`src/rtl/rv_pkg.sv`:
```
// shared widths, encodings and stage payloads for the rv_core pipeline
package rv_pkg;

    localparam int unsigned XLEN = 64;

    typedef logic [XLEN-1:0] xlen_t;
    typedef logic [31:0]     inst_t;
    typedef logic [4:0]      reg_addr_t;

    localparam xlen_t RESET_PC = '0;

    // major opcodes of the supported subset
    typedef enum logic [6:0] {
        OP     = 7'b0110011,
        OP_IMM = 7'b0010011,
        LUI    = 7'b0110111,
        LOAD   = 7'b0000011,
        STORE  = 7'b0100011,
        BRANCH = 7'b1100011,
        JAL    = 7'b1101111
    } opcode_e;

    // PASS_B forwards op2 untouched, used by LUI
    typedef enum logic [2:0] {
        ADD,
        SUB,
        AND,
        OR,
        XOR,
        PASS_B
    } alu_op_e;

    typedef struct packed {
        logic  valid;
        xlen_t pc;
        inst_t inst;
    } if_id_t;

    typedef struct packed {
        logic      valid;
        xlen_t     pc;
        xlen_t     op1;
        xlen_t     op2;
        xlen_t     store_data;
        xlen_t     imm;
        reg_addr_t rd;
        logic      reg_wen;
        alu_op_e   alu_op;
        logic      is_load;
        logic      is_store;
        logic      is_branch_eq;
        logic      is_branch_ne;
        logic      is_jal;
    } id_ex_t;

    typedef struct packed {
        logic      valid;
        xlen_t     pc;
        xlen_t     result;
        xlen_t     store_data;
        reg_addr_t rd;
        logic      reg_wen;
        logic      is_load;
        logic      is_store;
    } ex_mem_t;

    typedef struct packed {
        logic      valid;
        xlen_t     pc;
        reg_addr_t rd;
        xlen_t     wdata;
        logic      reg_wen;
    } mem_wb_t;

endpackage

```
`src/rtl/pc_fetch.sv`:
```
// program counter with jump redirect and instruction fetch
module pc_fetch #(
    parameter int unsigned xlen = rv_pkg::XLEN
) (
    input  logic           clk_i,
    input  logic           reset_i,
    input  logic           stall_i,
    input  logic           redirect_en_i,
    input  rv_pkg::xlen_t  redirect_pc_i,
    output rv_pkg::xlen_t  imem_addr_o,
    input  rv_pkg::inst_t  imem_rdata_i,
    output rv_pkg::if_id_t if_id_o
);

    logic [xlen-1:0] pc_q;

    // redirect from execute overrides a load-use stall
    always_ff @(posedge clk_i) begin
        if (reset_i) begin
            pc_q <= rv_pkg::RESET_PC;
        end else if (redirect_en_i) begin
            pc_q <= redirect_pc_i;
        end else if (!stall_i) begin
            pc_q <= pc_q + xlen'(4);
        end
    end

    assign imem_addr_o   = pc_q;
    assign if_id_o.valid = 1'b1;
    assign if_id_o.pc    = pc_q;
    assign if_id_o.inst  = imem_rdata_i;

    // jump targets computed in execute must keep word alignment
    a_pc_aligned : assert property (
        @(posedge clk_i) disable iff (reset_i)
        pc_q[1:0] == 2'b00
    ) else $error("fetch address 0x%0h not 4-byte aligned", pc_q);

endmodule

```
`config.mk`:
```
export PLATFORM = sky130hd
export DESIGN_NAME = pc_fetch
export DESIGN_NICKNAME = d
export VERILOG_FILES = /design/src/rtl/rv_pkg.sv /design/src/rtl/pc_fetch.sv
export SDC_FILE = /design/constraint.sdc
export NUM_CORES = 1
export LEC_CHECK = 0
export ABC_CLOCK_PERIOD_IN_PS = 2400
export BUFFER_PORTS_ARGS = -buffer_cell sky130_fd_sc_hd__buf_2
export CAP_MARGIN = 20
export CORE_ASPECT_RATIO = 1.5
export CORE_MARGIN = 2
export CORE_UTILIZATION = 45
export DETAILED_ROUTE_END_ITERATION = 12
export GPL_ROUTABILITY_DRIVEN = 0
export PLACE_DENSITY_LB_ADDON = 0.12
export SLEW_MARGIN = 10
export SYNTH_ARGS = -nofsm -noshare
export SYNTH_HDL_FRONTEND = slang
export SYNTH_SLANG_ARGS = --single-unit
```
`constraint.sdc`:
```
create_clock -name clk_i -period 2.4 [get_ports clk_i]
set_input_delay 0.48 -clock clk_i [delete_from_list [all_inputs] [get_ports clk_i]]
set_output_delay 0.48 -clock clk_i [all_outputs]
set_load 0.03 [all_outputs]
```
==> results of run 1 <==
[worst register-to-register path, delay by kind of cell, from the launching register on]
family / cells / cell delay, ps
AO/OA/AOI/OAI: 1 / 250
AND/OR/NAND/NOR: 4 / 1510
flip-flops: 1 / 410
[Yosys cell counts (7+ instances only)]
| library cell | number | area (sq um) |
|---|---|---|
| and3_1 | 7 | 43.8 |
| nand4_1 | 23 | 144 |
| clkbuf_1 | 25 | 93.8 |
| nand2_1 | 48 | 180 |
| or3_1 | 10 | 62.6 |
| o31ai_1 | 8 | 60.1 |
| buf_2 | 8 | 40.0 |
| nand3_1 | 21 | 105 |
| inv_1 | 8 | 30.0 |
| nor4_1 | 16 | 100 |
| a311oi_1 | 16 | 140 |
| dfxtp_1 | 64 | 1280 |
| buf_4 | 97 | 728 |
| and4_1 | 13 | 114 |
| nor3_1 | 12 | 60.1 |
| nor2_1 | 54 | 203 |
| a21oi_1 | 18 | 90.1 |
| or4_1 | 10 | 75.1 |
| a211oi_1 | 18 | 135 |
| xnor2_1 | 28 | 245 |
| mux2i_1 | 7 | 70.1 |
[per-layer routing]
metal  vias up  routed length, um  GRT usage
li1       2297                  -          -
met1      2160               5600      0.297
met2       230               6720      0.412
met3        41               1080     0.0478
met4         0                503      0.121
met5         -                  0          0
[cells by family (layout without fill, tap and decap cells)]
| family | Yosys count | after routing | share of synthesized area |
|---|---|---|---|
| compound gates | 94 | 94 | 0.153 |
| xor+xnor | 28 | 28 | 0.0535 |
| fa+ha+maj | 1 | 1 | 0.00273 |
| buf+inv | 141 | 270 | 0.197 |
| flops | 64 | 64 | 0.280 |
| mux | 7 | 7 | 0.0153 |
| other cells | 1 | 1 | 0.000818 |
| simple gates | 248 | 248 | 0.298 |
[power breakdown]
part           internal, mW  total, mW  switching (mW)
logic                 0.265      0.786           0.521
clock network         0.858       1.33           0.476
registers              1.14       1.22          0.0854
total                  2.26       3.34            1.08
[area by class of cell]
class,count,area share
multi-input combinational,379,0.434
timing repair buffer,245,0.247
sequential,64,0.232
clock buffer,13,0.0468
tap,117,0.0263
clock inverter,3,0.00720
inverter,9,0.00607
[timing repair]
item,4_1_cts,5_1_grt
buffers inserted,0,0
resized for setup,0,6
setup endpoints to repair,0,1
[path summary, 6_finish.rpt]
kind                           from               to  slack, ps  cells after the start
hold reg to reg      imem_addr_o[1]   imem_addr_o[1]        520                      2
setup / recovery    imem_addr_o[48]  imem_addr_o[63]        130                      5
setup reg to reg    imem_addr_o[48]  imem_addr_o[63]        130                      5
hold / removal    redirect_pc_i[44]  imem_addr_o[44]        370                      2
[stage by stage]
stage,instance area [sq um],cells,hold WS [ps],setup slack [ps]
finish,5560,830,373,135
global route,5560,830,375,20.9
CTS,5550,830,363,100
detailed placement,5250,814,512,117
global placement,5250,814,494,153
floorplan,4590,584,594,3.36
==> results.md, run 1 <==
- Clock tree buffer depth: 2
- Register area share after synthesis: 0.280
- Multi-input gate area: 2420 sq um
- Layout cells sized above 1: 0.396
- Outcome: finished, final reports clean
- # rows: 45
- Final Util: 0.555
- VDD IR max: 0.000458 V
- Area Overhead vs Synth: 21.4%
- DRT antenna net count: 0
- CP endpoint kind: register
- Initial Util: 0.457
- Pwr dens: 601 nW/um^2
- Die W: 86.4 um
- Cell area after synthesis: 4580 sq um
- All-Layer GR Usage: 0.246
- Root buf cell: clkbuf_16
- Residual DRC: 0
- Crit path max fanout: 10
- Mapped Nets: about 690
- Via density per instance: 5.70
- Post-CTS Hold Fix Bufs: 0
- Final min period: 2270 ps
- Die Y: ~130 um
- Flip-flop and latch area: roughly 1300 sq um
- CP max stage cell: or4_1
- Pwr Total: 3.34 mW
- DRT iter0 DRCs: 213
- Clock latency at the later pin of the worst-skew pair: 330 ps
- IO Port Bufs: 195
- Crit path cell chain: and4_1 > nand2_2 > or4_1 > or4_1 > a311oi_2
- First-pass GRT wire length: 21.6 mm
- Leading cell type in the layout, fill and taps excluded: buf_2
- LEAKAGE: 2.46 nW
- DR WL/cell: 16.8 um
- Max reg flops: 64
- HP Class: in2reg
- Routed via count: 4728
- Htree depth: 3
- Fmax: between 400 and 500 MHz
- Setup TNS: 0 ps
- Clock Skew: a little under 6 ps
- Ys async rst share: 0
- Most used cell, CP: or4_1
- Cell variety after synth: 59
- Final setup vio count: 0
- Vias in the first global route: about 4400
- Total routed wirelength: approximately 14 mm
- Max cap viols: 0
- Filler instances: 981
- CP top delay family: simple AND/OR/NAND/NOR gates
- Final Slew Violations: 0
- Most frequent cells in the layout: 195 x buf_2, 56 x dfxtp_1, 54 x nor2_1
- Post-synth EDFFs: 0
- CTS tree: yes
- Bufs and invs on worst path: 0
- Period utilization: 0.944
- Final #Nets: 809
- Worst Path Arrival: approximately 2500 ps
- Pin count of the biggest net entering global routing: 49
- CTS Sinks: 64
- Crit path launch type: register
- Dpl hpwl: 10.3 mm
- CTS buffer count: 9
- Worst path max stage delay: 590 ps
- Core area: 10000 sq um
- Syn_area_per_cell: roughly 7.8 sq um
- I/O pins: 261
- Syn Inst Count: 584
- Overflow after GRT: 0
- RSZ-0062 raised after global routing: no
- DRT Pass-1 Iters: 7
- Crit path kind: reg2reg
- Die area: roughly 11000 sq um
- Worst-path clk slew: 60 ps
- Initial antenna violation count: 0
- Critical path required time: 2640 ps
- Yosys Warn Count: 0
- Final hold violation count: 0
- Diode count: 0
- Top FF cell, synth: dfxtp_1
- Yosys reg bits: 64
(Power assumes the default switching activity.)
==> run 2, diff against run 1 <==
ABC_CLOCK_PERIOD_IN_PS = 1850   (was 2400)
CORE_UTILIZATION = 41   (was 45)
GPL_ROUTABILITY_DRIVEN = unset   (was 0)
clock period = 1.85 ns   (was 2.4 ns; I/O delays follow)
==> run 2 against run 1 <==
  * The run now ends with negative setup slack left
  * Sequential power grew 25%
  * Combinational power grew 54%
  * Die area grew 9.4%
  * First-iteration DRC count grew 26%
  * Global-route usage grew 0.30 points
  * Clock-buffer cell count shrank 3
  * Clock power grew 29%
  * Fmax grew 13%
  * Sequential share of layout area shrank 1.7 points
  * Largest power group unchanged
==> results.md, run 2 (same netlist as run 1, synthesis figures left out) <==
- Outcome: complete, but fails checks (was finished, final reports clean)
- Failing checks: negative setup slack
- DR WL/cell: 16.6 um (was 16.8 um)
- HP Class: in2reg (unchanged)
- Clock Skew: 6.92 ps (was 5.93 ps)
- Via density per instance: 5.39 (was 5.70)
- Cell Area, Placed: 5990 sq um (was 5250 sq um)
- Leading cell type in the layout, fill and taps excluded: buf_2 (unchanged)
- Diode count: 0 (unchanged)
- DRT antenna net count: 0 (unchanged)
- Worst r2r dst: imem_addr_o[63] (unchanged)
- # rows: 47 (was 45)
- Final Util: 0.612 (was 0.555)
- Crit path kind: reg2reg (unchanged)
- All-Layer GR Usage: 0.249 (was 0.246)
- CTS Sinks: 64 (unchanged)
- Vias in the first global route: 4800 (was 4387)
- CTS tree: yes (unchanged)
- CP Capture Point: imem_addr_o[63] (unchanged)
- Final Instance Area: 6730 sq um (was 5560 sq um)
- I/O pins: 261 (unchanged)
- Clock tree buffer depth: 2 (unchanged)
- Final setup vio count: 10 (was 0)
- Max reg flops: 64 (unchanged)
- Switching power: 1.47 mW (was 1.08 mW)
- Pwr Total: 4.44 mW (was 3.34 mW)
- Most frequent cells in the layout: 195 x buf_2, 115 x buf_4, 54 x nor2_1 (was 195 x buf_2, 56 x dfxtp_1, 54 x nor2_1)
- Clock latency at the later pin of the worst-skew pair: 340 ps (was 330 ps)
- Final min period: 2000 ps (was 2270 ps)
- LEAKAGE: 3.06 nW (was 2.46 nW)
- CP endpoint kind: register (unchanged)
- Worst-path clk slew: 50 ps (was 60 ps)
- PnR worst setup slack: -151 ps (was 135 ps)
- Crit path max fanout: 3 (was 10)
- Pin count of the biggest net entering global routing: 47 (was 49)
- Die area: 12100 sq um (was 11000 sq um)
- Fmax: 500 MHz (was 441 MHz)
- Overflow after GRT: 0 (unchanged)
- Clock Power Share: 0.385 (was 0.399)
- IO Port Bufs: 195 (unchanged)
- Post-Place Cells: 908 (was 814)
- Crit path launch type: register (unchanged)
- Register-to-Register Path Depth: 5 (unchanged)
- Area Overhead vs Synth: 46.9% (was 21.4%)
- Comb pwr share: 0.272 (was 0.235)
- Sw Ratio: 0.332 (was 0.324)
- Initial antenna violation count: 0 (unchanged)
- Final #Nets: 887 (was 809)
- Post-CTS Hold Fix Bufs: 0 (unchanged)
- Dpl hpwl: 11.4 mm (was 10.3 mm)
- VDD IR max: 0.000534 V (was 0.000458 V)
- Worst Path Arrival: 2250 ps (was 2500 ps)
- Residual DRC: 0 (unchanged)
- Final Non-Filler Cells: 938 (was 830)
- First-pass GRT wire length: 24.3 mm (was 21.6 mm)
- Initial Util: 0.417 (was 0.457)
- Pwr dens: 659 nW/um^2 (was 601 nW/um^2)
- Critical path origin: imem_addr_o[19] (was imem_addr_o[48])
- DRT iter0 DRCs: 269 (was 213)
- Htree depth: 3 (unchanged)
- Final hold violation count: 0 (unchanged)
- RSZ-0062 raised after global routing: yes (was no)
- CTS buffer count: 9 (unchanged)
- Die W: 90.3 um (was 86.4 um)
- Final Slew Violations: 0 (unchanged)
- Setup slack, reg-to-reg: -150 ps (was 130 ps)
- Layout cells sized above 1: 0.579 (was 0.396)
- Max cap viols: 0 (unchanged)
- Core area: 11000 sq um (was 10000 sq um)
- Die Y: 133 um (was 128 um)
- DRT Pass-1 Iters: 4 (was 7)
- Root buf cell: clkbuf_16 (unchanged)
- Period utilization: 1.08 (was 0.944)
- Total routed wirelength: 15.6 mm (was 13.9 mm)
- Critical path required time: 2100 ps (was 2640 ps)
- GP Congestion: 0.825
- Worst r2r src: imem_addr_o[19] (was imem_addr_o[48])
- Sequential Power Share: 0.343 (was 0.366)
- P_int: 2.96 mW (was 2.26 mW)
- Routed via count: 5053 (was 4728)
run 2: cell count changes in the layout (fill, tap and decap cells not counted), sizes merged:
cell	change
buf	+78
clkbuf	-3
clkinvlp	+2
clkinv	+1
run 2: metal layers:
| layer | global-route usage | up-vias | routed length (um) |
|---|---|---|---|
| met5 | 0 | - | 0 |
| met4 | 0.0897 | 0 | 314 |
| met3 | 0.0419 | 26 | 886 |
| met2 | 0.456 | 184 | 8480 |
| met1 | 0.291 | 2392 | 5900 |
| li1 | - | 2451 | - |
run 2: how the worst min path moves through the flow:
stage                                  from               to  slack, ps  cells after the start
after floorplan           redirect_pc_i[10]  imem_addr_o[10]        500                      2
after global placement       imem_addr_o[0]   imem_addr_o[0]        490                      2
after detailed placement     imem_addr_o[0]   imem_addr_o[0]        520                      2
after CTS                 redirect_pc_i[10]  imem_addr_o[10]        260                      3
after global routing       redirect_pc_i[3]   imem_addr_o[3]        280                      3
final                      redirect_pc_i[7]   imem_addr_o[7]        260                      3
run 2: power by group through the flow:
stage	clock (mW)	sequential, mW	combinational, mW
global route	1.80	1.53	1.28
finish	1.71	1.52	1.21
global placement	0	1.54	1.16
detailed placement	0	1.55	1.17
floorplan	0	1.79	0.701
CTS	1.74	1.52	1.19
run 2: layout make-up:
class	count	area [sq um]
multi-input cells	379	2760
inverters	9	33.8
flip-flops and latches	64	1450
repair buffers	323	2010
clock inverters	6	58.8
well taps	147	184
fillers	1038	4260
clock buffers	10	239
run 2: worst max-delay path, stage by stage, from the launching register on:
cell and delay (ps):
dfxtp_4 350, nand4_1 130, or2_4 270, or4_4 530
or4_4 430, a311oi_2 210
run 2: timing repair:
action                     in CTS  in global routing
buffers inserted                5                  9
resized for setup              33                 37
setup endpoints to repair      24                 38
gates cloned                    0                  0
pin swaps                      20                 24
run 2: stage by stage:
stage / TNS (ps) / hold slack (ps) / setup WS, ps
global route: -2350 / 276 / -203
global placement: -2840 / 495 / -240
finish: -1080 / 260 / -151
detailed placement: -3590 / 521 / -303
CTS: -1210 / 260 / -184
floorplan: -1590 / 504 / -316
==> run 3, diff against run 2 <==
==> constraint.sdc (replaced) <==
create_clock -name clk_i -period 1.85 [get_ports clk_i]
set_input_delay 0.37 -clock clk_i [delete_from_list [all_inputs] [get_ports clk_i]]
set_output_delay 0.37 -clock clk_i [all_outputs]
set_load 0.01 [all_outputs]
==> run 3 against run 2 <==
  * The flow still finishes with violations (negative setup slack)
  * Critical path depth unchanged
  * Setup slack worse by 21 ps
  * Sequential share of layout area down 1.5 points
  * Fmax down 1.0%
  * Sequential power about the same
  * Clock skew up 0.71 ps
  * Combinational power down 23%
  * Largest power group unchanged
  * Global-route usage down 0.34 points
  * Final area up 1.4%
==> results.md, run 3 (same netlist as run 1, synthesis figures left out) <==
- Outcome: complete, but fails checks (unchanged)
- Failing checks: negative setup slack (unchanged)
- Crit path launch type: register (unchanged)
- Crit path cell chain: nand4_1 > or2_4 > or4_4 > or4_1 > a311oi_2 (was nand4_1 > or2_4 > or4_4 > or4_4 > a311oi_2)
- Die area: 12100 sq um (unchanged)
- Most frequent cells in the layout: 195 x buf_2, 110 x buf_4, 54 x nor2_1 (was 195 x buf_2, 115 x buf_4, 54 x nor2_1)
- P_int: 2.84 mW (was 2.96 mW)
- CTS buffer count: 9 (unchanged)
- Pwr Total: 4.02 mW (was 4.44 mW)
- CP endpoint kind: register (unchanged)
- Overflow after GRT: 0 (unchanged)
- IO Port Bufs: 195 (unchanged)
- Worst Path Arrival: 2270 ps (was 2250 ps)
- Switching power: 1.18 mW (was 1.47 mW)
- Core area: 11000 sq um (unchanged)
- Layout cells sized above 1: 0.578 (was 0.579)
- GP Congestion: 0.884 (was 0.825)
- Diode count: 0 (unchanged)
- DRT iter0 DRCs: 230 (was 269)
- Sequential Power Share: 0.384 (was 0.343)
- I/O pins: 261 (unchanged)
- Final Slew Violations: 0 (unchanged)
- Via density per instance: 5.45 (was 5.39)
- Final hold violation count: 0 (unchanged)
- Dpl hpwl: 11.4 mm (about the same)
- Crit path max fanout: 4 (was 3)
- Max cap viols: 0 (unchanged)
- Initial antenna violation count: 0 (unchanged)
- HP Class: in2reg (unchanged)
- Htree depth: 3 (unchanged)
- Worst-path clk slew: 60 ps (was 50 ps)
- PnR worst setup slack: -172 ps (was -151 ps)
- Final min period: 2020 ps (was 2000 ps)
- Clock Skew: 7.63 ps (was 6.92 ps)
- Fmax: 494 MHz (was 500 MHz)
- CTS tree: yes (unchanged)
- Die W: 90.3 um (unchanged)
- # rows: 47 (unchanged)
- Pin count of the biggest net entering global routing: 54 (was 47)
- Crit path kind: reg2reg (unchanged)
- DR WL/cell: 17.2 um (was 16.6 um)
- DRT antenna net count: 0 (unchanged)
- First-pass GRT wire length: 24.0 mm (was 24.3 mm)
- LEAKAGE: 3.16 nW (was 3.06 nW)
- Die Y: 133 um (unchanged)
- Critical path required time: 2100 ps (about the same)
- Max reg flops: 64 (unchanged)
- VDD IR max: 0.000396 V (was 0.000534 V)
- CTS Sinks: 64 (unchanged)
- All-Layer GR Usage: 0.246 (was 0.249)
- Leading cell type in the layout, fill and taps excluded: buf_2 (unchanged)
- Cell Area, Placed: 5840 sq um (was 5990 sq um)
- Comb pwr share: 0.231 (was 0.272)
- RSZ-0062 raised after global routing: yes (unchanged)
- DRT Pass-1 Iters: 4 (unchanged)
- Clock Power Share: 0.385 (about the same)
- Area Overhead vs Synth: 49.0% (was 46.9%)
- Clock tree buffer depth: 2 (unchanged)
- Sw Ratio: 0.294 (was 0.332)
- Residual DRC: 0 (unchanged)
- Clock latency at the later pin of the worst-skew pair: 340 ps (about the same)
- Routed via count: 5154 (was 5053)
- Pwr dens: 588 nW/um^2 (was 659 nW/um^2)
- CP top delay family: simple AND/OR/NAND/NOR gates (unchanged)
- Final Instance Area: 6830 sq um (was 6730 sq um)
- Final #Nets: 894 (was 887)
- Period utilization: 1.09 (was 1.08)
- Pre-CTS setup slack: -327 ps (was -303 ps)
- Total routed wirelength: 16.2 mm (was 15.6 mm)
- Post-CTS Hold Fix Bufs: 0 (unchanged)
- Bufs and invs on worst path: 0 (unchanged)
- Initial Util: 0.417 (unchanged)
- Vias in the first global route: 4768 (was 4800)
- Final setup vio count: 14 (was 10)
- Root buf cell: clkbuf_16 (unchanged)
- CP max stage cell: or4_4 (unchanged)
- Worst path max stage delay: 540 ps (was 530 ps)
-- run 3: cell types whose count changed in the layout (fill, tap and decap cells not counted), sizes merged --
cell,before,now
buf,323,328
bufinv,1,0
clkbuf,10,12
clkinv,4,6
clkinvlp,2,0
or3,11,12
-- run 3: path summary, 6_finish.rpt --
path / cells past startpoint / end / slack (ps) / from
setup reg to reg: 5 / imem_addr_o[63] / -170 / imem_addr_o[17]
setup / recovery: 5 / imem_addr_o[63] / -170 / imem_addr_o[17]
hold / removal: 3 / imem_addr_o[4] / 270 / redirect_pc_i[4]
hold reg to reg: 2 / imem_addr_o[1] / 520 / imem_addr_o[1]
-- run 3: tightest hold or removal path: stages --
cell	delay, ps
buf_2	70
a21oi_1	50
nor2_1	70
-- run 3: what timing repair did --
item	CTS	global route
setup endpoints to repair	17	36
gates resized for setup	25	79
pin swaps	11	32
gates cloned	1	1
buffers inserted	4	22
-- run 3: cell type report --
class                   instances  area, sq um
multi-input cells             380         2860
flip-flops and latches         64         1360
repair buffers                329         2120
inverters                       9         33.8
fillers                       991         4170
well taps                     147          184
clock buffers                  11          243
clock inverters                 5         22.5
-- run 3: routing by layer --
metal  vias to the layer above  global-route usage  share of wire
met4                         0               0.116          0.037
met5                         -                   0              0
met3                        50              0.0373          0.048
met2                       187               0.433           0.52
li1                       2463                   -              -
met1                      2454               0.292           0.39
-- run 3: power by group through the flow --
stage	logic (mW)	registers, mW	clock network (mW)
global placement	0.877	1.56	0
CTS	0.895	1.54	1.57
finish	0.928	1.54	1.55
detailed placement	0.885	1.57	0
global route	1.00	1.55	1.64
floorplan	0.497	1.67	0
-- run 3: metrics by stage --
step | TNS, ps | instances | hold slack (ps) | util
3_5_place_dp | -3600 | 902 | 505 | 0.531
6_report | -1470 | 945 | 270 | 0.621
2_1_floorplan | -1130 | 584 | 504 | -
4_1_cts | -1030 | 923 | 265 | 0.567
5_1_grt | -2970 | 945 | 266 | 0.621
3_3_place_gp | -2450 | 902 | 498 | 0.531
